## config.mk

```make
export PLATFORM = sky130hd
export DESIGN_NAME = storeLaneMux
export DESIGN_NICKNAME = d
export VERILOG_FILES = /design/src/logic/lsuPkg.sv /design/src/logic/storeLaneMux.sv
export SDC_FILE = /design/constraint.sdc
export NUM_CORES = 1
export LEC_CHECK = 0
export BUFFER_PORTS_ARGS = -buffer_cell sky130_fd_sc_hd__clkbuf_2
export CAP_MARGIN = 20
export CORE_ASPECT_RATIO = 0.75
export CORE_UTILIZATION = 30
export DETAILED_ROUTE_END_ITERATION = 6
export GPL_TIMING_DRIVEN = 0
export PLACE_DENSITY = 0.82
export RECOVER_POWER = 100
export SETUP_SLACK_MARGIN = 0.1
export SLEW_MARGIN = 20
export SYNTH_ARGS = -nofsm -noshare
export SYNTH_HDL_FRONTEND = slang
export SYNTH_SLANG_ARGS = --single-unit
```

## constraint.sdc

```tcl
create_clock -name vclk -period 0.9
set_input_delay 0.09 -clock vclk [all_inputs]
set_output_delay 0.09 -clock vclk [all_outputs]
set_load 0.02 [all_outputs]
```

## src/logic/lsuPkg.sv

```systemverilog
package lsuPkg;

  // data and address share one width.
  typedef logic [31:0] dataWord;
  typedef logic [31:0] instNumT;
  typedef logic [7:0]  physRegT;
  typedef logic [2:0]  func3T;
  typedef logic [3:0]  byteEnT;
  typedef logic [4:0]  queueIdxT;

  localparam int queueDepth = 32;
  localparam int memWords   = 256; // word index is address bits 9:2.

  // risc-v funct3 size codes for loads and stores.
  localparam func3T funcByte  = 3'b000;
  localparam func3T funcHalf  = 3'b001;
  localparam func3T funcWord  = 3'b010;
  localparam func3T funcByteU = 3'b100;
  localparam func3T funcHalfU = 3'b101;

endpackage

```

## src/logic/storeLaneMux.sv

```systemverilog
`timescale 1ns/1ps

module storeLaneMux (
  input  lsuPkg::func3T    headFunc3,
  input  lsuPkg::dataWord  headAddress,
  input  lsuPkg::dataWord  headStoreData,
  output lsuPkg::byteEnT   byteEn,
  output lsuPkg::dataWord  laneData
);

  // move the low bytes up to the addressed lane.
  assign laneData = headStoreData << {headAddress[1:0], 3'b000};

  always_comb begin
    case (headFunc3)
      lsuPkg::funcByte: begin
        byteEn = 4'b0001 << headAddress[1:0];
      end
      lsuPkg::funcHalf: begin
        byteEn = 4'b0011 << {headAddress[1], 1'b0}; // lower or upper half.
      end
      lsuPkg::funcWord: begin
        byteEn = 4'b1111;
      end
      default: begin
        byteEn = 4'b0000; // not a store size.
      end
    endcase
  end

endmodule

```

==> metrics.md <==
| Metric | Value |
|---|---|
| Mean area per synthesized cell | `6.97 um^2` |
| Bufs and invs on worst path | `4` |
| Core Rows | `14` |
| Post-synth top cells | `mux2i_1, a21oi_1, nor2_1` |
| Leak | `0.780 nW` |
| Maximum vdd drop | `roughly 0.00051 V` |
| Max Freq | `approximately 970 MHz` |
| Most used cell, CP | `buf_12` |
| Antenna diodes | `0` |
| Final WS setup | `-0.135 ns` |
| Setup Viol. Count Final | `33` |
| Most instantiated library cell after synthesis | `mux2i_1` |
| Hold buffer count at cts | `0` |
| GRT Max-Usage Layer | `met2` |
| Congestion Overflow GR | `0` |
| Drt initial violations | `26` |
| Vias | `around 1100` |
| Hold/Removal Path Class | `input pin to primary output` |
| Post-Synth XOR/XNOR Area | `0%` |
| Sequential element share of the synthesized area | `0%` |
| Mux contribution to synthesized area | `between 20 and 25%` |
| Max cap viols | `0` |
| Setup TNS Final | `-2.74 ns` |
| Unique masters post-synth | `18` |
| DP HPWL | `1990 um` |
| Min Tclk post-route | `around 1.0 ns` |
| Synth top area cells | `mux2i_1, a211oi_2, a21oi_1` |
| Simple-Gate Fraction of Synth Area | `about 28%` |
| Vias/cell | `between 5 and 6` |
| Cells after Synth | `between 90 and 100` |
| Die height | `~43 um` |
| Yosys warns | `0` |
| Final ANT Viol Nets | `0` |
| RD Place Congestion | `0.722` |
| Critical path's slowest cell | `a211oi_4` |
| Main combinational cell family by area after synthesis | `compound AO/OA/AOI/OAI gates` |
| CP Data Arrival Time | `0.95 ns` |
| IO Port Bufs | `71` |
| Syn nets | `between 150 and 200` |
| Pwr Total | `about 1.1 mW` |
| Final Hold Fails | `0` |
| Chip Width | `around 56 um` |
| Failing checks | `setup timing` |
| Kind of critical path | `input pin to primary output` |
| Critical Path Start Type | `input pin` |
| Routed length per placed instance | `between 15 and 20 um` |
| Seq_cells | `0` |
| Routed WL | `3880 um` |
| First-pass GRT wire length | `about 4900 um` |
| Drt first pass iters | `4` |
| Worst path cell trace | `buf_12, buf_12, buf_12, a211oi_4, a21oi_2, buf_6` |
| Synth Area in Compound Gates | `between 30% and 40%` |
| Met1 Use GR | `approximately 28%` |
| Initial Utilization | `~32%` |
| Final Net Count | `243` |
| Vias in the first global route | `between 1000 and 1500` |
| CP max FO | `6` |
| Met2 Use GR | `between 50% and 60%` |
| Sequential cell area | `0 um^2` |
| Worst slew pin tran | `between 0.2 and 0.3 ns` |
| Synthesized cell area | `662 um^2` |
| Required time of the critical path | `0.81 ns` |
| Setup crit end kind | `primary output` |
| GR Util met3 | `between 1 and 1.5%` |
| CLK BUF | `0` |
| Antenna violations before repair | `0` |
| Synth area leader | `mux2i_1` |
| P&R area growth vs syn | `168%` |
| Yosys top cell area share | `between 20% and 30%` |
| Max-slew violations | `0` |
| Share of post-route cells with drive strength above 1 | `about 84%` |
| Final period utilization | `115%` |
| IO Pins | `103` |
| DRC Markers | `0` |
| RSZ-0062 raised after global routing | `yes` |
| Largest net degree at the start of global routing | `11` |
| Delay-heaviest family, CP | `buffers and inverters` |
| Post-synthesis adder-cell area fraction | `0%` |
| Slowest stage delay, CP | `around 0.24 ns` |
| Outcome | `complete, but fails checks` |
| Pwr per Cell Area | `about 650 nW/um^2` |
| Worst hold slack | `between 0.5 and 0.6 ns` |
| Core Area | `about 2000 um^2` |
| Place WS | `-0.218 ns` |
| Full die area | `2400 um^2` |
| Total GRT Usage | `roughly a quarter` |
| Slew Limit Headroom | `82.4%` |
-- placed cells by master (no fill, tap or decap), types with 2 or more instances in the layout --
| cell | Yosys | final |
|---|---|---|
| clkbuf_4 | 0 | 2 |
| buf_6 | 2 | 5 |
| a21oi_4 | 0 | 2 |
| buf_8 | 0 | 11 |
| o21ai_1 | 2 | 2 |
| clkbuf_2 | 0 | 43 |
| nor2_4 | 0 | 2 |
| o21ai_2 | 0 | 3 |
| nor2_1 | 10 | 8 |
| nand2_2 | 0 | 3 |
| buf_4 | 2 | 11 |
| a21oi_2 | 0 | 10 |
| buf_12 | 2 | 5 |
| o21ai_4 | 0 | 5 |
| mux2i_4 | 0 | 11 |
| a211oi_4 | 0 | 3 |
| and2_4 | 0 | 8 |
| nand2_1 | 8 | 5 |
| mux2i_1 | 16 | 5 |
| nor2b_2 | 0 | 3 |
| clkbuf_8 | 0 | 7 |
| nor2b_1 | 9 | 6 |
| a211oi_2 | 8 | 5 |
| inv_1 | 2 | 2 |
-- final cells by class --
| class | count | area, um^2 |
|---|---|---|
| multi-input combinational | 84 | 917 |
| buffer | 9 | 134 |
| inverter | 2 | 7.51 |
| fill | 88 | 274 |
| timing repair buffer | 79 | 687 |
| tap | 24 | 30.0 |
-- cell families after synthesis --
family	Yosys count
multiplexers	16
AO/OA/AOI/OAI	31
AND/OR/NAND/NOR	37
buffers and inverters	11
-- routing by layer --
layer  vias up  routed length (um)
met4         0                 123
met5         -                   0
met1       547                1530
li1        495                   -
met3        14                 240
met2        65                1980
-- path summary, 6_finish.rpt --
path,start,to,slack (ns),depth (start not counted)
setup / recovery,headAddress[0],laneData[31],-0.14,6
hold / removal,headStoreData[4],laneData[4],0.54,3
-- worst min-delay path, cell delays in order --
cell and delay [ns]:
clkbuf_2 0.11, and2_4 0.15, buf_8 0.10
-- power by group --
part           internal, mW  total, mW  switching, mW  leakage [nW]
sequential                0          0              0             0
clock                     0          0              0             0
combinational         0.564       1.15          0.583         0.780
total                 0.564       1.15          0.583         0.780
-- timing repair --
item                       4_1_cts  5_1_grt
gates resized for setup         78       42
pin swaps                        8       11
buffers inserted                 5        0
setup endpoints to repair       36       36
gates cloned                     2        1
-- metrics by stage --
stage | utilization, % | cells | area, um^2
5_1_grt | 86.6 | 198 | 1780
3_5_place_dp | 59.0 | 190 | 1210
4_1_cts | 80.6 | 197 | 1650
3_3_place_gp | 59.0 | 190 | 1210
6_report | 86.6 | 198 | 1780
2_1_floorplan | - | 95 | 823
Power figures use the tool's default switching activity.
