$ cat src/logic/lsuPkg.sv
package lsuPkg;

  // data and address share one width.
  typedef logic [31:0] dataWord;
  typedef logic [31:0] instNumT;
  typedef logic [7:0]  physRegT;
  typedef logic [2:0]  func3T;
  typedef logic [3:0]  byteEnT;
  typedef logic [4:0]  queueIdxT;

  localparam int queueDepth = 32;
  localparam int memWords   = 256; // word index is address bits 9:2.

  // risc-v funct3 size codes for loads and stores.
  localparam func3T funcByte  = 3'b000;
  localparam func3T funcHalf  = 3'b001;
  localparam func3T funcWord  = 3'b010;
  localparam func3T funcByteU = 3'b100;
  localparam func3T funcHalfU = 3'b101;

endpackage

$ cat src/logic/loadExtract.sv
`timescale 1ns/1ps

module loadExtract (
  input  logic             clk,
  input  logic             reset,
  input  logic             loadRetire,
  input  lsuPkg::func3T    headFunc3,
  input  lsuPkg::dataWord  headAddress,
  input  lsuPkg::physRegT  headPhy,
  input  lsuPkg::dataWord  readWord,
  output logic             wbValid,
  output lsuPkg::physRegT  wbPhy,
  output lsuPkg::dataWord  wbData
);

  logic            pendValid;
  lsuPkg::func3T   func3Q;
  logic [1:0]      offsetQ;
  lsuPkg::physRegT phyQ;
  lsuPkg::dataWord shifted;

  always_ff @(posedge clk) begin
    if (reset) begin
      pendValid <= 1'b0;
    end else begin
      pendValid <= loadRetire;
    end
  end

  // held until the read word is back.
  always_ff @(posedge clk) begin
    if (loadRetire) begin
      func3Q  <= headFunc3;
      offsetQ <= headAddress[1:0];
      phyQ    <= headPhy;
    end
  end

  assign shifted = readWord >> {offsetQ, 3'b000}; // addressed lane to bit 0.

  always_comb begin
    case (func3Q)
      lsuPkg::funcByte:  wbData = {{24{shifted[7]}}, shifted[7:0]};
      lsuPkg::funcHalf:  wbData = {{16{shifted[15]}}, shifted[15:0]};
      lsuPkg::funcByteU: wbData = {24'b0, shifted[7:0]};
      lsuPkg::funcHalfU: wbData = {16'b0, shifted[15:0]};
      lsuPkg::funcWord:  wbData = readWord;
      default:           wbData = readWord;
    endcase
  end

  assign wbValid = pendValid;
  assign wbPhy   = phyQ;

endmodule

$ cat config.mk
export PLATFORM = sky130hd
export DESIGN_NAME = loadExtract
export DESIGN_NICKNAME = d
export VERILOG_FILES = /design/src/logic/lsuPkg.sv /design/src/logic/loadExtract.sv
export SDC_FILE = /design/constraint.sdc
export NUM_CORES = 1
export LEC_CHECK = 0
export BUFFER_PORTS_ARGS = -buffer_cell sky130_fd_sc_hd__buf_2
export CORE_ASPECT_RATIO = 0.5
export CORE_MARGIN = 3
export CORE_UTILIZATION = 38
export CTS_BUF_LIST = sky130_fd_sc_hd__clkbuf_4 sky130_fd_sc_hd__clkbuf_8
export CTS_CLUSTER_DIAMETER = 200
export DETAILED_ROUTE_END_ITERATION = 6
export PLACE_DENSITY = 0.95
export SLEW_MARGIN = 20
export SYNTH_ARGS = -nofsm -noshare
export SYNTH_HDL_FRONTEND = slang
export SYNTH_SLANG_ARGS = --single-unit
export TNS_END_PERCENT = 1
$ cat constraint.sdc
create_clock -name clk -period 2.7 [get_ports clk]
set_clock_uncertainty 0.05 [all_clocks]
set_input_delay 0 -clock clk [delete_from_list [all_inputs] [get_ports clk]]
set_output_delay 0 -clock clk [all_outputs]
set_load 0.02 [all_outputs]
==> impl_metrics.toml <==
[critical_path]
cpLargestDelayFamily = "compound AO/OA/AOI/OAI gates"
path_max_fanout = 17
startpoint_type = "register"
required_ns = 2.65
worst-path-buf-inv = 1
critical_path_arrival_ns = 2.18
crit_slowest_cell = "edfxtp_1"
crit_type = "reg -> out"
endpoint_kind = "output port"
path_cells = "mux2_2, a221oi_4, o21ai_0, buf_2"
cp_slowest_stage_delay_ns = 0.57

[cells_and_area]
finalNetCount = 301
final_cell_mix = "buf_2, nand2_1, o21ai_0, dlygate4sd3_1, edfxtp_1"
finalNonFillerCells = 259
n_fill_cell = 224
design_area_um2 = 1760
diodes = 0
area_delta_synth_final_pct = 59.0
final_common_cell = "buf_2"
drive_gt1_share_pct = 48.2

[timing]
min_period_ns = 2.23
fin_ws_ns = 0.473
slew_headroom_pct = 57.7
post-route-period-util_pct = 82.5
slew_violations = 0
fin_setup_tns_ns = 0
max_slew.worst_pin.slew_ns = 0.634
finalSetupViolations = 0
rsz0062_at_grt = "false"
whs_ns = 0.106
hold_viol = 0
max_freq_mhz = 449

[min_path]
holdPathStages = 1
min_path_type = "in -> reg"
min_from = "loadRetire"
timing.hold.worst_endpoint = "wbPhy[4]"

[clock_tree]
cts_made_buffers = 3
htree_num_levels = 1
clockBufferDepth = 2
clk_pin_slew_ns = 0.06
clock-sinks = 14
tritoncts = "done"
root_buffer = "clkbuf_8"

[floorplan]
die_h_um = 44.2
initial_core_util_pct = 41.3
die_x_um = 82.4
die_area_um2 = 3640
core_area_um2 = 2680
rows = 13
io_pins = 119

[power_and_ir_drop]
p_leak_nw = 0.845
peakVddDrop_uv = 433
power_density_nw_per_um2 = 459

[detailed_routing]
drt-initial-drc-count = 77
vias_per_cell = 5.31
num_vias = 1374
wl_met2_um = 1840
wirelength_um = 3900
highest_layer = "met4"
firstDrtPassIters = 4
drt-met1-wl_um = 1580
wl_per_cell_um = 15.1
ant_nets = 0
wl_met3_um = 452
drc = 0

[synthesis]
yosys.area_share.simple_pct = 13.0
syn-cell-area_um2 = 1110
synth_top_family_by_area = "compound AO/OA/AOI/OAI gates"
synth.avg_cell_area_um2 = 9.16
synth_top_cell_area_share_pct = 35.2
synth_area_leaders = "edfxtp_1, nand2_1, o21ai_0"
synth-xor-area-share_pct = 0
synth-seq-cells = 14
synth_top_cell_by_area = "edfxtp_1"
yosysWarningCount = 0
synth_compound_area_share_pct = 32.3
synth.distinct_cells = 28
syn-num-nets = 199
yosysSeqAreaShare_pct = 37.0
synthMuxAreaShare_pct = 12.8
yosys.area_share.adder_pct = 0
synth_cells = 121

[global_route]
grt_max_degree = 23
grtUsageTotal_pct = 22.3
grt_pass1_vias = 1229
grt_pass1_wl_um = 6040
grt_antenna_before_repair = 0
grt_remaining_overflow = 0

[status]
status = "finished, final reports clean"

[placement]
dp_hpwl_um = 2770
dp_cells = 241
post-place-ws_ns = 0.751
port_buffers = 88
place_area_um2 = 1580
gp_congestion = 0.816

[job]
cap_violations = 0
## metrics by stage
stage | total power, mW | utilization, %
2_1_floorplan | 0.491 | -
3_3_place_gp | 0.615 | 58.8
3_5_place_dp | 0.622 | 58.8
4_1_cts | 0.807 | 65.7
5_1_grt | 0.851 | 65.7
6_report | 0.809 | 65.7
## kinds of logic after synthesis
family / count (synthesis)
AO/OA/AOI/OAI: 48
buffers and inverters: 12
AND/OR/NAND/NOR: 35
flip-flops: 14
multiplexers: 12
## how the worst max path moves through the flow
stage / from / end / slack (ns) / depth (start not counted)
5_1_grt: offsetQ[1] / wbData[21] / 0.36 / 4
6_report: offsetQ[1] / wbData[21] / 0.47 / 4
3_5_place_dp: offsetQ[1] / wbData[21] / 0.75 / 4
4_1_cts: offsetQ[1] / wbData[21] / 0.46 / 4
3_3_place_gp: offsetQ[1] / wbData[24] / 0.75 / 4
2_1_floorplan: offsetQ[1] / wbData[14] / 0.90 / 4
## area by class of cell
class	instances	area (µm²)	share of cell area, %
multi-input cells	95	643	36.5
repair buffers	105	603	34.2
flip-flops and latches	14	410	23.3
well taps	37	46.3	2.63
clock buffers	3	41.3	2.34
inverters	4	15.0	0.852
clock inverters	1	3.75	0.213
## synth_stat cells
cell       number
nor2b_2         1
a22o_1          2
clkbuf_1        5
o2bb2ai_1       1
o21bai_1        1
a221oi_4        1
mux4_2          1
o31ai_1         7
nand2_1        31
inv_1           4
clkbuf_2        1
buf_2           1
dfxtp_1         1
o21ai_0        17
buf_6           1
a21oi_2         1
nor2b_1         2
o221a_2         1
o211ai_4        1
mux2_2          7
o21ai_1         4
nand4_1         1
a22oi_1         5
a221oi_1        5
edfxtp_1       13
o311ai_0        1
mux2i_1         4
a2bb2oi_1       1
## state kept, by name (all words and copies together), names as in the netlist
name     count
func3Q       3
offsetQ      2
wbPhy        8
wbValid      1
## per-layer routing
metal / GRT usage [%] / vias up
li1: - / 669
met1: 27.1 / 637
met2: 36.8 / 64
met3: 8.74 / 4
met4: 6.95 / 0
met5: 0 / -
## where the power goes
group          internal [mW]  leakage (nW)  total, mW  switching, mW
Sequential             0.256         0.136      0.273         0.0167
Combinational          0.144         0.686      0.364          0.220
Clock                  0.101        0.0231      0.172         0.0713
## what timing repair did
item | 4_1_cts | 5_1_grt
setup buffers | 0 | 0
endpoints found under the hold margin | 14 | 0
hold buffers | 14 | 0
setup endpoints to repair | 0 | 0
resized for setup | 0 | 0
(Power assumes the default switching activity.)
