### src/logic/lsuPkg.sv
package lsuPkg;

  // data and address share one width.
  typedef logic [31:0] dataWord;
  typedef logic [31:0] instNumT;
  typedef logic [7:0]  physRegT;
  typedef logic [2:0]  func3T;
  typedef logic [3:0]  byteEnT;
  typedef logic [4:0]  queueIdxT;

  localparam int queueDepth = 32;
  localparam int memWords   = 256; // word index is address bits 9:2.

  // risc-v funct3 size codes for loads and stores.
  localparam func3T funcByte  = 3'b000;
  localparam func3T funcHalf  = 3'b001;
  localparam func3T funcWord  = 3'b010;
  localparam func3T funcByteU = 3'b100;
  localparam func3T funcHalfU = 3'b101;

endpackage

### src/logic/lsQueue.sv
`timescale 1ns/1ps

module lsQueue (
  input  logic             clk,
  input  logic             reset,
  input  logic             memStall,
  input  logic             lsOn,
  input  logic             lsStore,
  input  lsuPkg::instNumT  lsInstNum,
  input  lsuPkg::physRegT  lsPhy,
  input  lsuPkg::func3T    lsFunc3,
  input  lsuPkg::dataWord  lsAddress,
  input  lsuPkg::dataWord  lsStoreData,
  output logic             headValid,
  output logic             headStore,
  output lsuPkg::instNumT  headInstNum,
  output lsuPkg::physRegT  headPhy,
  output lsuPkg::func3T    headFunc3,
  output lsuPkg::dataWord  headAddress,
  output lsuPkg::dataWord  headStoreData,
  output logic             headHazard,
  output logic             retire,
  output logic             queueFull
);

  logic [lsuPkg::queueDepth-1:0] validQ;
  logic                          storeQ [lsuPkg::queueDepth];
  lsuPkg::instNumT               instQ  [lsuPkg::queueDepth];
  lsuPkg::physRegT               phyQ   [lsuPkg::queueDepth];
  lsuPkg::func3T                 func3Q [lsuPkg::queueDepth];
  lsuPkg::dataWord               addrQ  [lsuPkg::queueDepth];
  lsuPkg::dataWord               dataQ  [lsuPkg::queueDepth];
  lsuPkg::queueIdxT              head;
  lsuPkg::queueIdxT              tail;
  logic                          enqueue;

  assign headValid = validQ[head];
  assign retire    = headValid & ~memStall;
  // tail catches up with a live head only when all entries are in use.
  assign queueFull = validQ[tail];
  assign enqueue   = lsOn & ~queueFull; // dropped when full.

  always_ff @(posedge clk) begin
    if (reset) begin
      validQ <= '0;
      head   <= '0;
      tail   <= '0;
    end else begin
      if (retire) begin
        validQ[head] <= 1'b0;
        head         <= head + 1'b1; // wraps at depth.
      end
      if (enqueue) begin
        validQ[tail] <= 1'b1;
        tail         <= tail + 1'b1;
      end
    end
  end

  always_ff @(posedge clk) begin
    if (enqueue) begin
      storeQ[tail] <= lsStore;
      instQ[tail]  <= lsInstNum;
      phyQ[tail]   <= lsPhy;
      func3Q[tail] <= lsFunc3;
      addrQ[tail]  <= lsAddress;
      dataQ[tail]  <= lsStoreData;
    end
  end

  // younger live entry on the same word with the other kind.
  always_comb begin
    headHazard = 1'b0;
    for (int i = 0; i < lsuPkg::queueDepth; i++) begin
      if (validQ[i] && (lsuPkg::queueIdxT'(i) != head) &&
          (addrQ[i][31:2] == addrQ[head][31:2]) &&
          (storeQ[i] != storeQ[head])) begin
        headHazard = 1'b1;
      end
    end
  end

  assign headStore     = storeQ[head];
  assign headInstNum   = instQ[head];
  assign headPhy       = phyQ[head];
  assign headFunc3     = func3Q[head];
  assign headAddress   = addrQ[head];
  assign headStoreData = dataQ[head];

endmodule

### config.mk
export PLATFORM = sky130hd
export DESIGN_NAME = lsQueue
export DESIGN_NICKNAME = d
export VERILOG_FILES = /design/src/logic/lsuPkg.sv /design/src/logic/lsQueue.sv
export SDC_FILE = /design/constraint.sdc
export NUM_CORES = 2
export LEC_CHECK = 0
export CORE_ASPECT_RATIO = 1.2
export CORE_UTILIZATION = 45
export DETAILED_ROUTE_END_ITERATION = 10
export DONT_BUFFER_PORTS = 1
export GPL_ROUTABILITY_DRIVEN = 0
export PLACE_DENSITY = 0.66
export SLEW_MARGIN = 40
export SYNTH_ARGS = -nofsm -noshare
export SYNTH_HDL_FRONTEND = slang
export SYNTH_SLANG_ARGS = --single-unit
### constraint.sdc
create_clock -name clk -period 6.1 [get_ports clk]
set_clock_uncertainty 0.05 [all_clocks]
set_input_delay 0.61 -clock clk [delete_from_list [all_inputs] [get_ports clk]]
set_output_delay 0.61 -clock clk [all_outputs]
set_load 0.005 [all_outputs]
==> run_results.csv <==
group,metric,value,unit
critical_path,cp_data_required_time,5.44,ns
clocking,cts_buffers,343,
drt,detail_route.wl_per_cell,37.3,µm
sta,post-route-period-util,1.01,
drt,drcViolationCount,0,
drt,dr.first_iter.drc_count,12600,
sta,worstMarginPinSlew,0.937,ns
placed_design,placed_area,0.155,mm²
global_routing,grt_pass1_vias,81600,
floorplan,die_w,523,µm
sta,maxSlewHeadroom,0.375,
drt,drtPass1Iterations,6,
cells_and_area,fin_util,0.523,
sta,worst_slack,-0.0915,ns
cells_and_area,stdcell_count,12700,
sta,slew_viol_final,0,
global_routing,grtUsageTotal,0.285,
synthesis,yosysTopAreaCell,"edfxtp_1",
clocking,clockBufferDepth,4,
critical_path,endpoint_kind,"primary output",
floorplan,rows,229,
sta,hold_viol,0,
floorplan,die_y,627,µm
synthesis,ys_types,71,
synthesis,synth.cell_area,0.146,mm²
clocking,cts_sinks,3503,
sta,max_freq,162,MHz
sta,setup_violations,1,
synthesis,synth_enable_flop_cells,3456,
floorplan,core_area,0.324,mm²
synthesis,synth_top_area_frac,0.709,
drt,num_vias,81700,
sta,period_needed,6.19,ns
critical_path,startpoint_type,"flop",
power,p_leak,52.1,nW
floorplan,io_pins,224,
placed_design,dpl.hpwl,276000,µm
power,power.density,336,mW/mm²
clocking,cts_root_buf,"clkbuf_16",
synthesis,syn_nets,7624,
critical_path,path_class,"flop to primary output",
cells_and_area,drive_gt1_frac,0.263,
clocking,cts_tree,"yes",
synthesis,synth_area_leaders,"edfxtp_1, mux4_2, xnor2_1",
drt,wl_met2,218000,µm
global_routing,grt_pass1_wl,649000,µm
global_routing,antenna_found_initial,28,
synthesis,async_reset_ff_frac,0,
cells_and_area,final_area,0.170,mm²
global_routing,globalRouteOverflowTotal,0,
cells_and_area,nFillCells,25000,
hold_path,hold_path.class,"primary input to flop",
synthesis,synthCells,7502,
drt,drtAntennaViolNets,0,
clocking,clock_latency,0.92,ns
drt,wl,473000,µm
sta,fin_tns_setup,-0.0915,ns
drt,wl_met1,170000,µm
flow_run,maxCapViolCount,0,
synthesis,synth_seq_area_share,0.715,
power,ir_drop,0.285,mV
status,violations,"negative setup slack",
clocking,cts.clk_slew.worst_paths,0.07,ns
status,status,"finished with violations",
synthesis,synth_ff_type,"edfxtp_1",
cells_and_area,final_common_cell,"edfxtp_1",
synthesis,yosys_warnings,0,
drt,top_layer_used,"met5",
placed_design,port_buffers,0,
drt,met3_length,52500,µm
clocking,htreeDepth,5,
cells_and_area,most-common-layout-cells,"edfxtp_1, mux4_2, xnor2_1, xor2_1, buf_4",
synthesis,ys_seq_elements,3503,
synthesis,syn_area_per_cell,19.5,µm²
cells_and_area,nets,8244,
floorplan,die_area,0.328,mm²
floorplan,initial_utilization,0.452,
global_routing,grt_max_degree,123,
drt,viasPerCell,6.45,
cells_and_area,area_delta_synth_final,15.8,%
placed_design,numPlacedInstances,11800,
critical_path,crit_fanout,6,
critical_path,worst_ep_arrival_time,5.53,ns
[sequential cells by signal, summed over array words and instances, names as in the netlist, named ones only]
| name | flops |
|---|---|
| phyQ | 256 |
| head | 5 |
| validQ | 32 |
| tail | 5 |
| instQ | 1024 |
| addrQ | 1024 |
| storeQ | 32 |
| func3Q | 96 |
| dataQ | 1024 |
[synthesized netlist by cell type, types with 51 or more instances]
library cell / number
inv_1: 51
nand4_1: 173
a22oi_1: 179
xor2_1: 388
a21oi_1: 91
clkbuf_1: 193
nand3_1: 80
xnor2_1: 621
mux4_2: 849
buf_2: 76
nand2_1: 352
edfxtp_1: 3456
buf_1: 66
nor4_1: 104
mux2i_1: 383
[critical path, cell delays in order, from the launching register on]
cell	delay (ns)
dfxtp_4	0.41
buf_4	0.20
buf_4	0.15
nor2_4	0.28
buf_4	0.23
a22oi_1	0.10
a21oi_1	0.60
nor4_4	0.07
buf_4	0.18
buf_4	0.13
xnor2_1	0.41
nand4_1	0.28
a2111oi_1	0.47
buf_4	0.18
nand3_1	0.05
o211ai_1	0.23
a311oi_1	0.09
nand4_1	0.35
buf_4	0.19
[through the flow]
step           hold slack, ns  total power, W  worst slack (ns)
2_1_floorplan           0.420          0.0323             0.854
3_3_place_gp            0.434          0.0351            -0.377
3_5_place_dp            0.446          0.0352           -0.0544
4_1_cts                0.0635          0.0568           0.00504
5_1_grt                0.0965          0.0582          -0.00476
6_report               0.0656          0.0570           -0.0915
[cell families (layout without fill, tap and decap cells)]
logic type,Yosys count,in the layout,share of synthesized area
flops,3503,3503,0.715
mux,1243,1243,0.158
xor+xnor,1009,1009,0.0603
simple gates,856,858,0.0306
buf+inv,479,1358,0.0164
compound gates,402,402,0.0191
fa+ha+maj,10,10,0.000854
other cells,0,14,0
[metal layers]
layer  global-route usage  up-vias
li1                     -    31700
met1                0.367    42800
met2                0.447     5721
met3               0.0702     1419
met4                0.156       30
met5                    0        -
[layout make-up]
| class | count | area [µm²] | share of cell area |
|---|---|---|---|
| diodes | 14 | 35.0 | 0.000207 |
| clock buffers | 417 | 8980 | 0.0529 |
| clock inverters | 189 | 1940 | 0.0114 |
| inverters | 55 | 469 | 0.00277 |
| multi-input cells | 3522 | 40300 | 0.238 |
| flip-flops and latches | 3503 | 105000 | 0.618 |
| well taps | 4273 | 5350 | 0.0315 |
| repair buffers | 697 | 7760 | 0.0457 |
[power breakdown]
group	internal, W	leakage (nW)	switching, W
Combinational	0.00356	15.2	0.00541
Clock	0.0119	5.32	0.00922
Sequential	0.0267	31.5	0.000128
[path summary, 6_finish.rpt]
kind | slack (ns) | end | cells past startpoint | startpoint
min | 0.07 | tail[0] | 4 | lsOn
max | -0.09 | headHazard | 18 | flop
max reg2reg | 1.34 | dataQ[8][3] | 8 | tail[0]
min reg2reg | 0.46 | validQ[16] | 2 | validQ[16]
[repair_timing]
action                                   CTS  global route
endpoints found under the setup margin    16             1
hold buffers                             141             0
pin swaps                                 23            30
cloned                                    13            10
endpoints found under the hold margin   3503             0
gates resized for setup                  115            68
buffers inserted                          59            22
Note: power is estimated with default switching activity, not from simulation.
