==> src/logic/lsuPkg.sv <==
package lsuPkg;

  // data and address share one width.
  typedef logic [31:0] dataWord;
  typedef logic [31:0] instNumT;
  typedef logic [7:0]  physRegT;
  typedef logic [2:0]  func3T;
  typedef logic [3:0]  byteEnT;
  typedef logic [4:0]  queueIdxT;

  localparam int queueDepth = 32;
  localparam int memWords   = 256; // word index is address bits 9:2.

  // risc-v funct3 size codes for loads and stores.
  localparam func3T funcByte  = 3'b000;
  localparam func3T funcHalf  = 3'b001;
  localparam func3T funcWord  = 3'b010;
  localparam func3T funcByteU = 3'b100;
  localparam func3T funcHalfU = 3'b101;

endpackage

==> src/logic/addressGen.sv <==
`timescale 1ns/1ps

module addressGen (
  input  logic             clk,
  input  logic             reset,
  input  logic             issueValid,
  input  logic             issueStore,
  input  lsuPkg::instNumT  issueInstNum,
  input  lsuPkg::physRegT  issuePhy,
  input  lsuPkg::func3T    issueFunc3,
  input  lsuPkg::dataWord  issueBase,
  input  lsuPkg::dataWord  issueOffset,
  input  lsuPkg::dataWord  issueStoreData,
  output logic             lsOn,
  output logic             lsStore,
  output lsuPkg::instNumT  lsInstNum,
  output lsuPkg::physRegT  lsPhy,
  output lsuPkg::func3T    lsFunc3,
  output lsuPkg::dataWord  lsAddress,
  output lsuPkg::dataWord  lsStoreData
);

  always_ff @(posedge clk) begin
    if (reset) begin
      lsOn <= 1'b0;
    end else begin
      lsOn <= issueValid; // one cycle behind the issue.
    end
  end

  always_ff @(posedge clk) begin
    lsStore     <= issueStore;
    lsInstNum   <= issueInstNum;
    lsPhy       <= issuePhy;
    lsFunc3     <= issueFunc3;
    lsAddress   <= issueBase + issueOffset; // effective address.
    lsStoreData <= issueStoreData;
  end

endmodule

==> config.mk <==
export PLATFORM = sky130hd
export DESIGN_NAME = addressGen
export DESIGN_NICKNAME = d
export VERILOG_FILES = /design/src/logic/lsuPkg.sv /design/src/logic/addressGen.sv
export SDC_FILE = /design/constraint.sdc
export NUM_CORES = 1
export LEC_CHECK = 0
export BUFFER_PORTS_ARGS = -buffer_cell sky130_fd_sc_hd__buf_2
export CAP_MARGIN = 5
export CORE_MARGIN = 3
export CORE_UTILIZATION = 45
export CTS_BUF_LIST = sky130_fd_sc_hd__clkbuf_16
export DETAILED_ROUTE_END_ITERATION = 10
export MAX_ROUTING_LAYER = met4
export PLACE_DENSITY = 0.86
export SLEW_MARGIN = 20
export SYNTH_ARGS = -nofsm -noshare
export SYNTH_HDL_FRONTEND = slang
export SYNTH_SLANG_ARGS = --single-unit
==> constraint.sdc <==
create_clock -name clk -period 7.35 [get_ports clk]
set_input_delay 1.47 -clock clk [delete_from_list [all_inputs] [get_ports clk]]
set_output_delay 1.47 -clock clk [all_outputs]
set_load 0.01 [all_outputs]
==> results of run 1 <==
## Yosys cell counts, types with 2 or more instances
cell	number
nor3_1	4
buf_2	4
o21bai_1	4
o211ai_1	2
o21ai_1	7
nor2b_1	2
or2_2	2
inv_1	5
nand2b_1	2
xnor2_1	13
mux2i_1	2
nand4_1	7
a211oi_1	3
nand3_1	10
o21a_1	2
ha_1	31
o311ai_1	2
xor2_1	15
nor2_1	12
a311oi_1	2
o221ai_1	2
nand2_1	19
a31oi_1	3
and3_1	2
clkbuf_1	6
o21ai_0	7
a21o_1	19
dfxtp_1	109
a21oi_1	29
## how the worst max path moves through the flow
stage,from,to,slack (ps),depth (start not counted)
after global routing,issueBase[24],lsAddress[31],3730,9
after floorplan,issueBase[0],lsAddress[26],3960,9
after global placement,issueBase[0],lsAddress[26],3700,10
after detailed placement,issueBase[0],lsAddress[26],3640,10
final,issueBase[0],lsAddress[26],3950,10
after CTS,issueBase[0],lsAddress[26],3980,10
## cells in the final DEF, fill, tap and decap left out, types with 3 or more instances in the layout
cell and count:
o21bai_1 4, nand3_1 10, o21ai_0 7, xnor2_1 13, ha_1 31, nand2_1 19, o21ai_1 7, dfxtp_1 109
nand4_1 7, a21oi_1 29, nor3_1 4, a31oi_1 3, inv_1 5, xor2_1 15, a21o_1 19, a211oi_1 3
nor2_1 12, clkbuf_16 9, buf_2 251
## final cells by class
| type | count | area (sq um) | area share, % |
|---|---|---|---|
| Inverter | 6 | 22.5 | 0.403 |
| Timing Repair Buffer | 251 | 1260 | 22.5 |
| Clock buffer | 9 | 225 | 4.03 |
| Multi-Input combinational cell | 225 | 1690 | 30.2 |
| Clock inverter | 7 | 88.8 | 1.59 |
| Tap cell | 105 | 131 | 2.35 |
| Sequential cell | 109 | 2180 | 39.0 |
## sequential cells by signal, indices dropped and copies added (netlist names)
signal and flops:
lsFunc3 3, lsStoreData 32, lsAddress 32, lsInstNum 32, lsStore 1, lsPhy 8, lsOn 1
## report_power, final
part	internal (mW)	switching (mW)	leakage (nW)	total, mW
registers	0.652	0.0157	0.920	0.668
logic	0.136	0.170	1.80	0.306
clock network	0.248	0.247	0.153	0.495
total	1.04	0.433	2.87	1.47
## layer usage
metal	vias to the layer above	GRT usage, %	wire length (um)
li1	1762	-	-
met1	1693	29.0	5000
met2	165	43.5	6430
met3	22	5.82	947
met4	0	8.93	315
met5	-	-	0
## through the flow
| step | hold slack, ps | util, % | worst slack (ps) | power, mW | area (sq um) |
|---|---|---|---|---|---|
| after floorplan | 1500 | - | 3960 | 0.848 | 3940 |
| after global placement | 1570 | 63.3 | 3700 | 0.978 | 5280 |
| after detailed placement | 1570 | 63.3 | 3640 | 0.986 | 5280 |
| after CTS | 1210 | 67.1 | 3980 | 1.48 | 5600 |
| after global routing | 1200 | 67.1 | 3730 | 1.53 | 5600 |
| final | 1220 | 67.1 | 3950 | 1.47 | 5600 |
## critical path, stage by stage
cell and delay, ps:
buf_2 100, ha_1 230, fa_1 420, a21o_1 230, a31o_1 270, nand2_1 80, o221ai_1 250, a311oi_1 340
o21bai_1 110, xor2_1 140
## logic make-up (layout without fill, tap and decap cells)
group / count (synthesis) / in the layout / share of synthesized area [%]
buffers and inverters: 16 / 273 / 1.65
xor gates and xnor gates: 28 / 28 / 6.23
adders and majority gates: 32 / 32 / 10.4
and+or+nand+nor: 66 / 66 / 8.20
DFF: 109 / 109 / 55.4
AOI/OAI and AO/OA: 97 / 97 / 17.6
muxes: 2 / 2 / 0.509
==> summary.txt, run 1 <==
top cell type's share of synthesized area -> 55.4%
pwr/cell area -> 262 mW/mm^2
drt pass-1 iters -> 4
starting density of the core -> 47.2%
core area -> 0.00834 sq mm
DIE WIDTH -> 99.5 um
post-DR wirelength/cell -> 17.8 um
Area contributors post-synth -> dfxtp_1 (55%), ha_1 (9.9%), a21oi_1 (3.7%)
Data required, critical path -> 7580 ps
DR vias/cell -> 5.12
Hold Crit Start -> issueStoreData[21]
Worst-Margin Slew -> 600 ps
DPL Wire Length -> 10500 um
WS Path Type -> in -> reg
Critical Path Start Type -> primary input
Fillers -> 666
vias in the first global route -> 3641
CP max FO -> 4
YS warnings -> 0
largest net degree at the start of global routing -> 24
gr usage total -> 25.3%
final hold violations -> 0
outcome -> complete, no violations
Root Buffer -> clkbuf_16
Achievable Freq -> 0.294 GHz
postcts setup bufs -> 0
global route total overflow -> 0
max-slew violation count -> 0
unrepaired setup endpoints after global routing -> no
CTS resizes -> 0
Final period util -> 46.3%
Crit path arrival time -> 3630 ps
ys flop type -> dfxtp_1
leakage -> 2.87 nW
H-Tree Depth -> 3
initial antenna violation count -> 0
Die Height -> 99.5 um
mapped cell area -> 0.00394 sq mm
setup_tns -> 0 ps
synthesized flop and latch total -> 109
Syn Area/Cell -> 11.2 sq um
TritonCTS clock tree -> yes
Post-synth EDFFs -> 0
Tmin final -> 3400 ps
placed instance count -> 696
max-capacitance violation count -> 0
Yosys top cell by area -> dfxtp_1
Area Growth Syn to Fin -> 42.1%
Max transition margin -> 59.0%
Clock Sinks -> 109
CTS clk-pin slew, worst paths -> 80 ps
Routed WL -> 12700 um
IO Port Bufs -> 251
residual DRC count -> 0
Post-Synthesis Cells -> 350
Post-synth ARST share -> 0%
diode count -> 0
# setup viols final -> 0
post-synthesis sequential area ratio -> 55.4%
std cell rows -> 33
gpl congestion -> 0.926
via count -> 3642
layout cell share with drive strength beyond 1 -> 45.3%
syn_nets -> 525
ANT nets after route -> 0
hold buffer count at CTS -> 0
CTS Buffer Depth -> 2
count of cell types in the netlist -> 52
nets@finish -> 777
Worst VDD drop -> 0.000123 V
CTS Buf Count -> 9
Die Area -> 0.00991 sq mm
hold depth -> 1
Hold Path Class -> in -> reg
final cell count without fillers -> 712
I/O pins -> 252
endpoint class of the critical path -> flop
drt initial violations -> 118
Worst Hold End -> lsStoreData[21]
first-pass GRT wire length -> 19100 um
Power figures use the tool's default switching activity.
==> run 2, diff against run 1 <==
--- a/config.mk
+++ b/config.mk
@@ -8,11 +8,11 @@
 export BUFFER_PORTS_ARGS = -buffer_cell sky130_fd_sc_hd__buf_2
 export CAP_MARGIN = 5
 export CORE_MARGIN = 3
-export CORE_UTILIZATION = 45
+export CORE_UTILIZATION = 42
 export CTS_BUF_LIST = sky130_fd_sc_hd__clkbuf_16
 export DETAILED_ROUTE_END_ITERATION = 10
 export MAX_ROUTING_LAYER = met4
-export PLACE_DENSITY = 0.86
+export PLACE_DENSITY = 0.81
 export SLEW_MARGIN = 20
 export SYNTH_ARGS = -nofsm -noshare
 export SYNTH_HDL_FRONTEND = slang
==> constraint.sdc (replaced) <==
create_clock -name clk -period 3.3 [get_ports clk]
set_input_delay 0.66 -clock clk [delete_from_list [all_inputs] [get_ports clk]]
set_output_delay 0.66 -clock clk [all_outputs]
set_load 0.01 [all_outputs]
==> run 2 against run 1 <==
- wire length shrank 2.8%
- critical path depth unchanged
- clock power increased by 120%
- non-clock buffer count rose by 1
- critical path type unchanged
- critical endpoint unchanged
- largest power group unchanged
==> summary.txt, run 2 (synthesis gave the netlist of run 1 again) <==
DIE WIDTH -> 103 um (+3.3%)
routed length on met2 -> 6380 um (-0.89%)
unrepaired setup endpoints after global routing -> no
Worst-Margin Slew -> 540 ps (-59.6 ps)
first-pass GRT wire length -> 17500 um (-8.2%)
max layer used -> met4
biggest registers after layout -> lsAddress x32, lsInstNum x32, lsStoreData x32
CP max FO -> 4 (unchanged)
Root Buffer -> clkbuf_16
IO Port Bufs -> 251 (unchanged)
Die Area -> 0.0106 sq mm (+6.7%)
Worst VDD drop -> 0.000299 V (+140%)
via count -> 3579 (-1.7%)
Hold Path Class -> in -> reg
CTS clk-pin slew, worst paths -> 80 ps (about the same)
endpoint class of the critical path -> flop
pwr/cell area -> 581 mW/mm^2 (+120%)
H-Tree Depth -> 3 (unchanged)
DR vias/cell -> 4.98 (-2.6%)
Tmin final -> 2530 ps
met3 WL -> 910 um (-3.9%)
Hold Crit Start -> issueInstNum[0]
Critical Path Start Type -> primary input
Max transition margin -> 63.1% (+4.1 points)
hold depth -> 1 (unchanged)
Crit-path slowest cell -> fa_1
WS Path Type -> in -> reg
Die Height -> 103 um (+3.3%)
postcts setup bufs -> 0 (unchanged)
WHS -> 414 ps (-806 ps)
starting density of the core -> 44.3% (-2.9 points)
ANT nets after route -> 0 (unchanged)
Final period util -> 76.6%
Achievable Freq -> 0.396 GHz
outcome -> complete, no violations
CTS Buf Count -> 9 (unchanged)
Data required, critical path -> 3520 ps (-4060 ps)
gr usage total -> 22.5% (-2.8 points)
DRT met1 WL -> 4820 um (-3.6%)
DPL Wire Length -> 10300 um (-2.2%)
CP Cell Sequence -> buf_2 > ha_1 > fa_1 > a21o_1 > a31o_1 > nand2_1 > o221ai_1 > a311oi_1 > o21bai_1 > xor2_1
Routed WL -> 12300 um (-2.8%)
commonest cells after routing, fill and taps aside -> buf_2 (251), dfxtp_1 (109), ha_1 (31)
gpl congestion -> 0.943 (+1.8%)
layout cell share with drive strength beyond 1 -> 45.4% (+0.090 points)
slowest stage delay, CP -> 400 ps (-20 ps)
Area Growth Syn to Fin -> 42.6%
initial antenna violation count -> 1 (+1)
final hold violations -> 0 (unchanged)
max-capacitance violation count -> 0 (unchanged)
drt initial violations -> 122 (+3.4%)
TritonCTS clock tree -> yes
residual DRC count -> 0 (unchanged)
setup_tns -> 0 ps (unchanged)
core area -> 0.00889 sq mm (+6.6%)
Clock Sinks -> 109 (unchanged)
drt pass-1 iters -> 4 (unchanged)
CTS Buffer Depth -> 2 (unchanged)
nets@finish -> 778 (+0.13%)
# setup viols final -> 0 (unchanged)
CTS resizes -> 0 (unchanged)
largest net degree at the start of global routing -> 24 (unchanged)
std cell rows -> 34 (+3.0%)
leakage -> 2.87 nW (+0.14%)
vias in the first global route -> 3443 (-5.4%)
most common cell after layout, fill and taps aside -> buf_2
global route total overflow -> 0 (unchanged)
post-DR wirelength/cell -> 17.2 um (-3.6%)
Worst Hold End -> lsInstNum[0]
Crit path arrival time -> 2750 ps (-880 ps)
max-slew violation count -> 0 (unchanged)
hold buffer count at CTS -> 0 (unchanged)
I/O pins -> 252 (unchanged)
run 2: cell count changes in the layout (fill, tap and decap cells not counted), sizes merged:
cell / previous run / this run
inv: 11 / 10
buf: 251 / 252
diode: 0 / 2
clkinv: 2 / 3
run 2: worst max path at each step:
stage	startpoint	end	slack, ps
floorplan	issueBase[0]	lsAddress[26]	720
global placement	issueBase[0]	lsAddress[26]	480
detailed placement	issueBase[0]	lsAddress[26]	390
CTS	issueBase[0]	lsAddress[26]	760
global route	issueBase[0]	lsAddress[26]	580
finish	issueBase[0]	lsAddress[26]	770
run 2: report_power, final:
part,internal [mW],leakage [nW],switching [mW]
sequential,1.45,0.920,0.0338
combinational,0.304,1.80,0.371
clock,0.551,0.152,0.550
total,2.31,2.87,0.955
run 2: worst max-delay path: cells and delay by family:
kind	cells	cell delay, ps
AO/OA/AOI/OAI	5	1140
adder cells (fa/ha/maj)	2	630
buffers and inverters	1	100
AND/OR/NAND/NOR	1	80
XOR/XNOR	1	140
run 2: per-stage QoR:
step | area (sq um) | utilization (%) | instances | setup slack [ps] | total power, mW
after floorplan | 3940 | - | 350 | 716 | 1.89
after global placement | 5290 | 59.5 | 700 | 476 | 2.18
after detailed placement | 5290 | 59.5 | 700 | 394 | 2.19
after CTS | 5610 | 63.1 | 716 | 762 | 3.29
after global routing | 5610 | 63.1 | 717 | 576 | 3.42
final | 5610 | 63.1 | 718 | 773 | 3.26
run 2: cell type report:
type / instances / area [sq um]
Inverter: 6 / 22.5
Tap cell: 108 / 135
Clock inverter: 7 / 91.3
Clock buffer: 9 / 225
Sequential cell: 109 / 2180
Timing Repair Buffer: 252 / 1260
Antenna cell: 2 / 5.00
Fill cell: 692 / 3280
Multi-Input combinational cell: 225 / 1690
run 2: layer usage:
| metal | up-vias | GRT usage [%] |
|---|---|---|
| met5 | - | - |
| li1 | 1769 | - |
| met3 | 14 | 4.87 |
| met4 | 0 | 7.77 |
| met2 | 142 | 38.8 |
| met1 | 1654 | 26.0 |
==> run 3, diff against run 2 <==
==> constraint.sdc (replaced) <==
create_clock -name clk -period 2.39 [get_ports clk]
set_input_delay 0.478 -clock clk [delete_from_list [all_inputs] [get_ports clk]]
set_output_delay 0.478 -clock clk [all_outputs]
set_load 0.01 [all_outputs]
==> run 3 against run 2 <==
- via count rose by 7.8%
- sequential power up 38%
- total power grew 42%
- critical path type unchanged
- utilization grew 4.4 points
- worst hold slack got worse by 190 ps
- first-iteration DRC count down 17%
- clock power grew 39%
- die area is the same
- combinational power rose by 57%
==> summary.txt, run 3 (synthesis gave the netlist of run 1 again) <==
outcome -> complete, no violations
WS Path Type -> in -> reg
DP Area -> 0.00568 sq mm (+7.4%)
diode count -> 0 (-2)
biggest registers after layout -> lsAddress x32, lsInstNum x32, lsStoreData x32
drt initial violations -> 101 (-17%)
core area -> 0.00889 sq mm (unchanged)
Tmin final -> 2230 ps
Crit path arrival time -> 2460 ps (-290 ps)
CP max FO -> 5 (+1)
nets@finish -> 830 (+6.7%)
gr usage total -> 24.2% (+1.7 points)
Data required, critical path -> 2620 ps (-900 ps)
CTS clk-pin slew, worst paths -> 90 ps (about the same)
first-pass GRT wire length -> 19000 um (+8.5%)
Clk network pwr share -> 32.8% (-1.0 points)
Pwr Total -> 4.65 mW (+42%)
pwr/cell area -> 773 mW/mm^2 (+33%)
Die Height -> 103 um (unchanged)
Worst-Margin Slew -> 443 ps (-97.0 ps)
std cell rows -> 34 (unchanged)
Routed WL -> 13400 um (+8.9%)
Critical Path Start Type -> primary input
Flop pwr share -> 44.3% (-1.2 points)
# setup viols final -> 0 (unchanged)
Int Pwr -> 3.27 mW (+42%)
Max transition margin -> 70.3% (+7.2 points)
Crit-path slowest cell -> ha_1
initial antenna violation count -> 0 (-1)
I/O pins -> 252 (unchanged)
WHS -> 228 ps (-186 ps)
post-DR wirelength/cell -> 17.5 um (+1.8%)
global route total overflow -> 0 (unchanged)
post-route cell area -> 0.00601 sq mm (+7.0%)
Clock Sinks -> 109 (unchanged)
DPL Wire Length -> 11200 um (+9.1%)
most common cell after layout, fill and taps aside -> buf_2
H-Tree Depth -> 3 (unchanged)
IO Port Bufs -> 251 (unchanged)
vias in the first global route -> 3772 (+9.6%)
Achievable Freq -> 0.448 GHz
Area Growth Syn to Fin -> 52.7%
CTS Buffer Depth -> 2 (unchanged)
Logic pwr share -> 22.8% (+2.1 points)
TritonCTS clock tree -> yes
crit path setup slack, layout -> 160 ps (-613 ps)
Die Area -> 0.0106 sq mm (unchanged)
endpoint class of the critical path -> flop
ANT nets after route -> 0 (unchanged)
residual DRC count -> 0 (unchanged)
sw frac -> 29.5% (+0.26 points)
Final period util -> 93.3%
gpl congestion -> 0.925 (-1.9%)
leakage -> 3.13 nW (+8.8%)
slowest stage delay, CP -> 360 ps (-40 ps)
drt pass-1 iters -> 4 (unchanged)
Root Buffer -> clkbuf_16
final hold violations -> 0 (unchanged)
DR vias/cell -> 5.02 (+0.75%)
Psw -> 1.37 mW (+44%)
max-capacitance violation count -> 0 (unchanged)
Worst VDD drop -> 0.000456 V (+52%)
postcts setup bufs -> 0 (unchanged)
Place WS -> -247 ps (-641 ps)
via count -> 3857 (+7.8%)
max-slew violation count -> 0 (unchanged)
DIE WIDTH -> 103 um (unchanged)
commonest cells after routing, fill and taps aside -> buf_2 (251), dfxtp_1 (109), buf_4 (53)
largest net degree at the start of global routing -> 23 (-4.2%)
final core utilization -> 67.6% (+4.4 points)
layout cell share with drive strength beyond 1 -> 50.0% (+4.6 points)
Hold Path Class -> in -> reg
CP Cell Sequence -> buf_2 > ha_1 > and3_1 > o211ai_1 > o21bai_4 > a22oi_4 > a31oi_4 > o311a_1 > or3_1
starting density of the core -> 44.3% (unchanged)
unrepaired setup endpoints after global routing -> no
CTS Buf Count -> 9 (unchanged)
-- run 3: changes by cell type in the layout (fill, tap and decap cells not counted), sizes merged --
cell / previous run / this run
buf: 252 / 304
clkinv: 3 / 5
diode: 2 / 0
inv: 10 / 8
-- run 3: layer usage --
layer / part of all wire [%] / track usage (%)
met5: 0 / -
met4: 3.2 / 9.46
met3: 7.7 / 6.16
met2: 50 / 41.7
met1: 39 / 26.8
-- run 3: metrics by stage --
| step | setup TNS, ps | instances |
|---|---|---|
| 6_report | 0 | 768 |
| 5_1_grt | 0 | 768 |
| 4_1_cts | 0 | 768 |
| 3_5_place_dp | -1870 | 752 |
| 3_3_place_gp | -1060 | 752 |
| 2_1_floorplan | 0 | 350 |
-- run 3: critical path: cells and delay by family --
| family | cells | cell delay (ps) |
|---|---|---|
| AO/OA/AOI/OAI | 5 | 980 |
| AND/OR/NAND/NOR | 2 | 540 |
| buffers and inverters | 1 | 100 |
| adder cells (fa/ha/maj) | 1 | 360 |
-- run 3: power by group through the flow --
stage | Combinational [mW] | Sequential, mW | Clock (mW)
3_3_place_gp | 1.03 | 2.10 | 0
6_report | 1.06 | 2.06 | 1.53
5_1_grt | 1.15 | 2.07 | 1.62
4_1_cts | 1.06 | 2.06 | 1.54
2_1_floorplan | 0.411 | 2.20 | 0
3_5_place_dp | 1.05 | 2.10 | 0
-- run 3: final cells by class --
type | instances | area (sq um)
Tap cell | 108 | 135
Sequential cell | 109 | 2180
Clock inverter | 7 | 91.3
Multi-Input combinational cell | 225 | 1700
Timing Repair Buffer | 304 | 1650
Fill cell | 663 | 2880
Inverter | 6 | 22.5
Clock buffer | 9 | 225
-- run 3: repair_timing --
action	CTS	global route
resized for setup	0	3
endpoints found under the setup margin	0	2
hold buffers	0	0
-- run 3: worst paths after layout --
kind / startpoint / end / slack (ps) / depth (start not counted)
worst max-delay path: issueBase[10] / lsAddress[31] / 160 / 9
worst min-delay path: issueInstNum[2] / lsInstNum[2] / 230 / 1
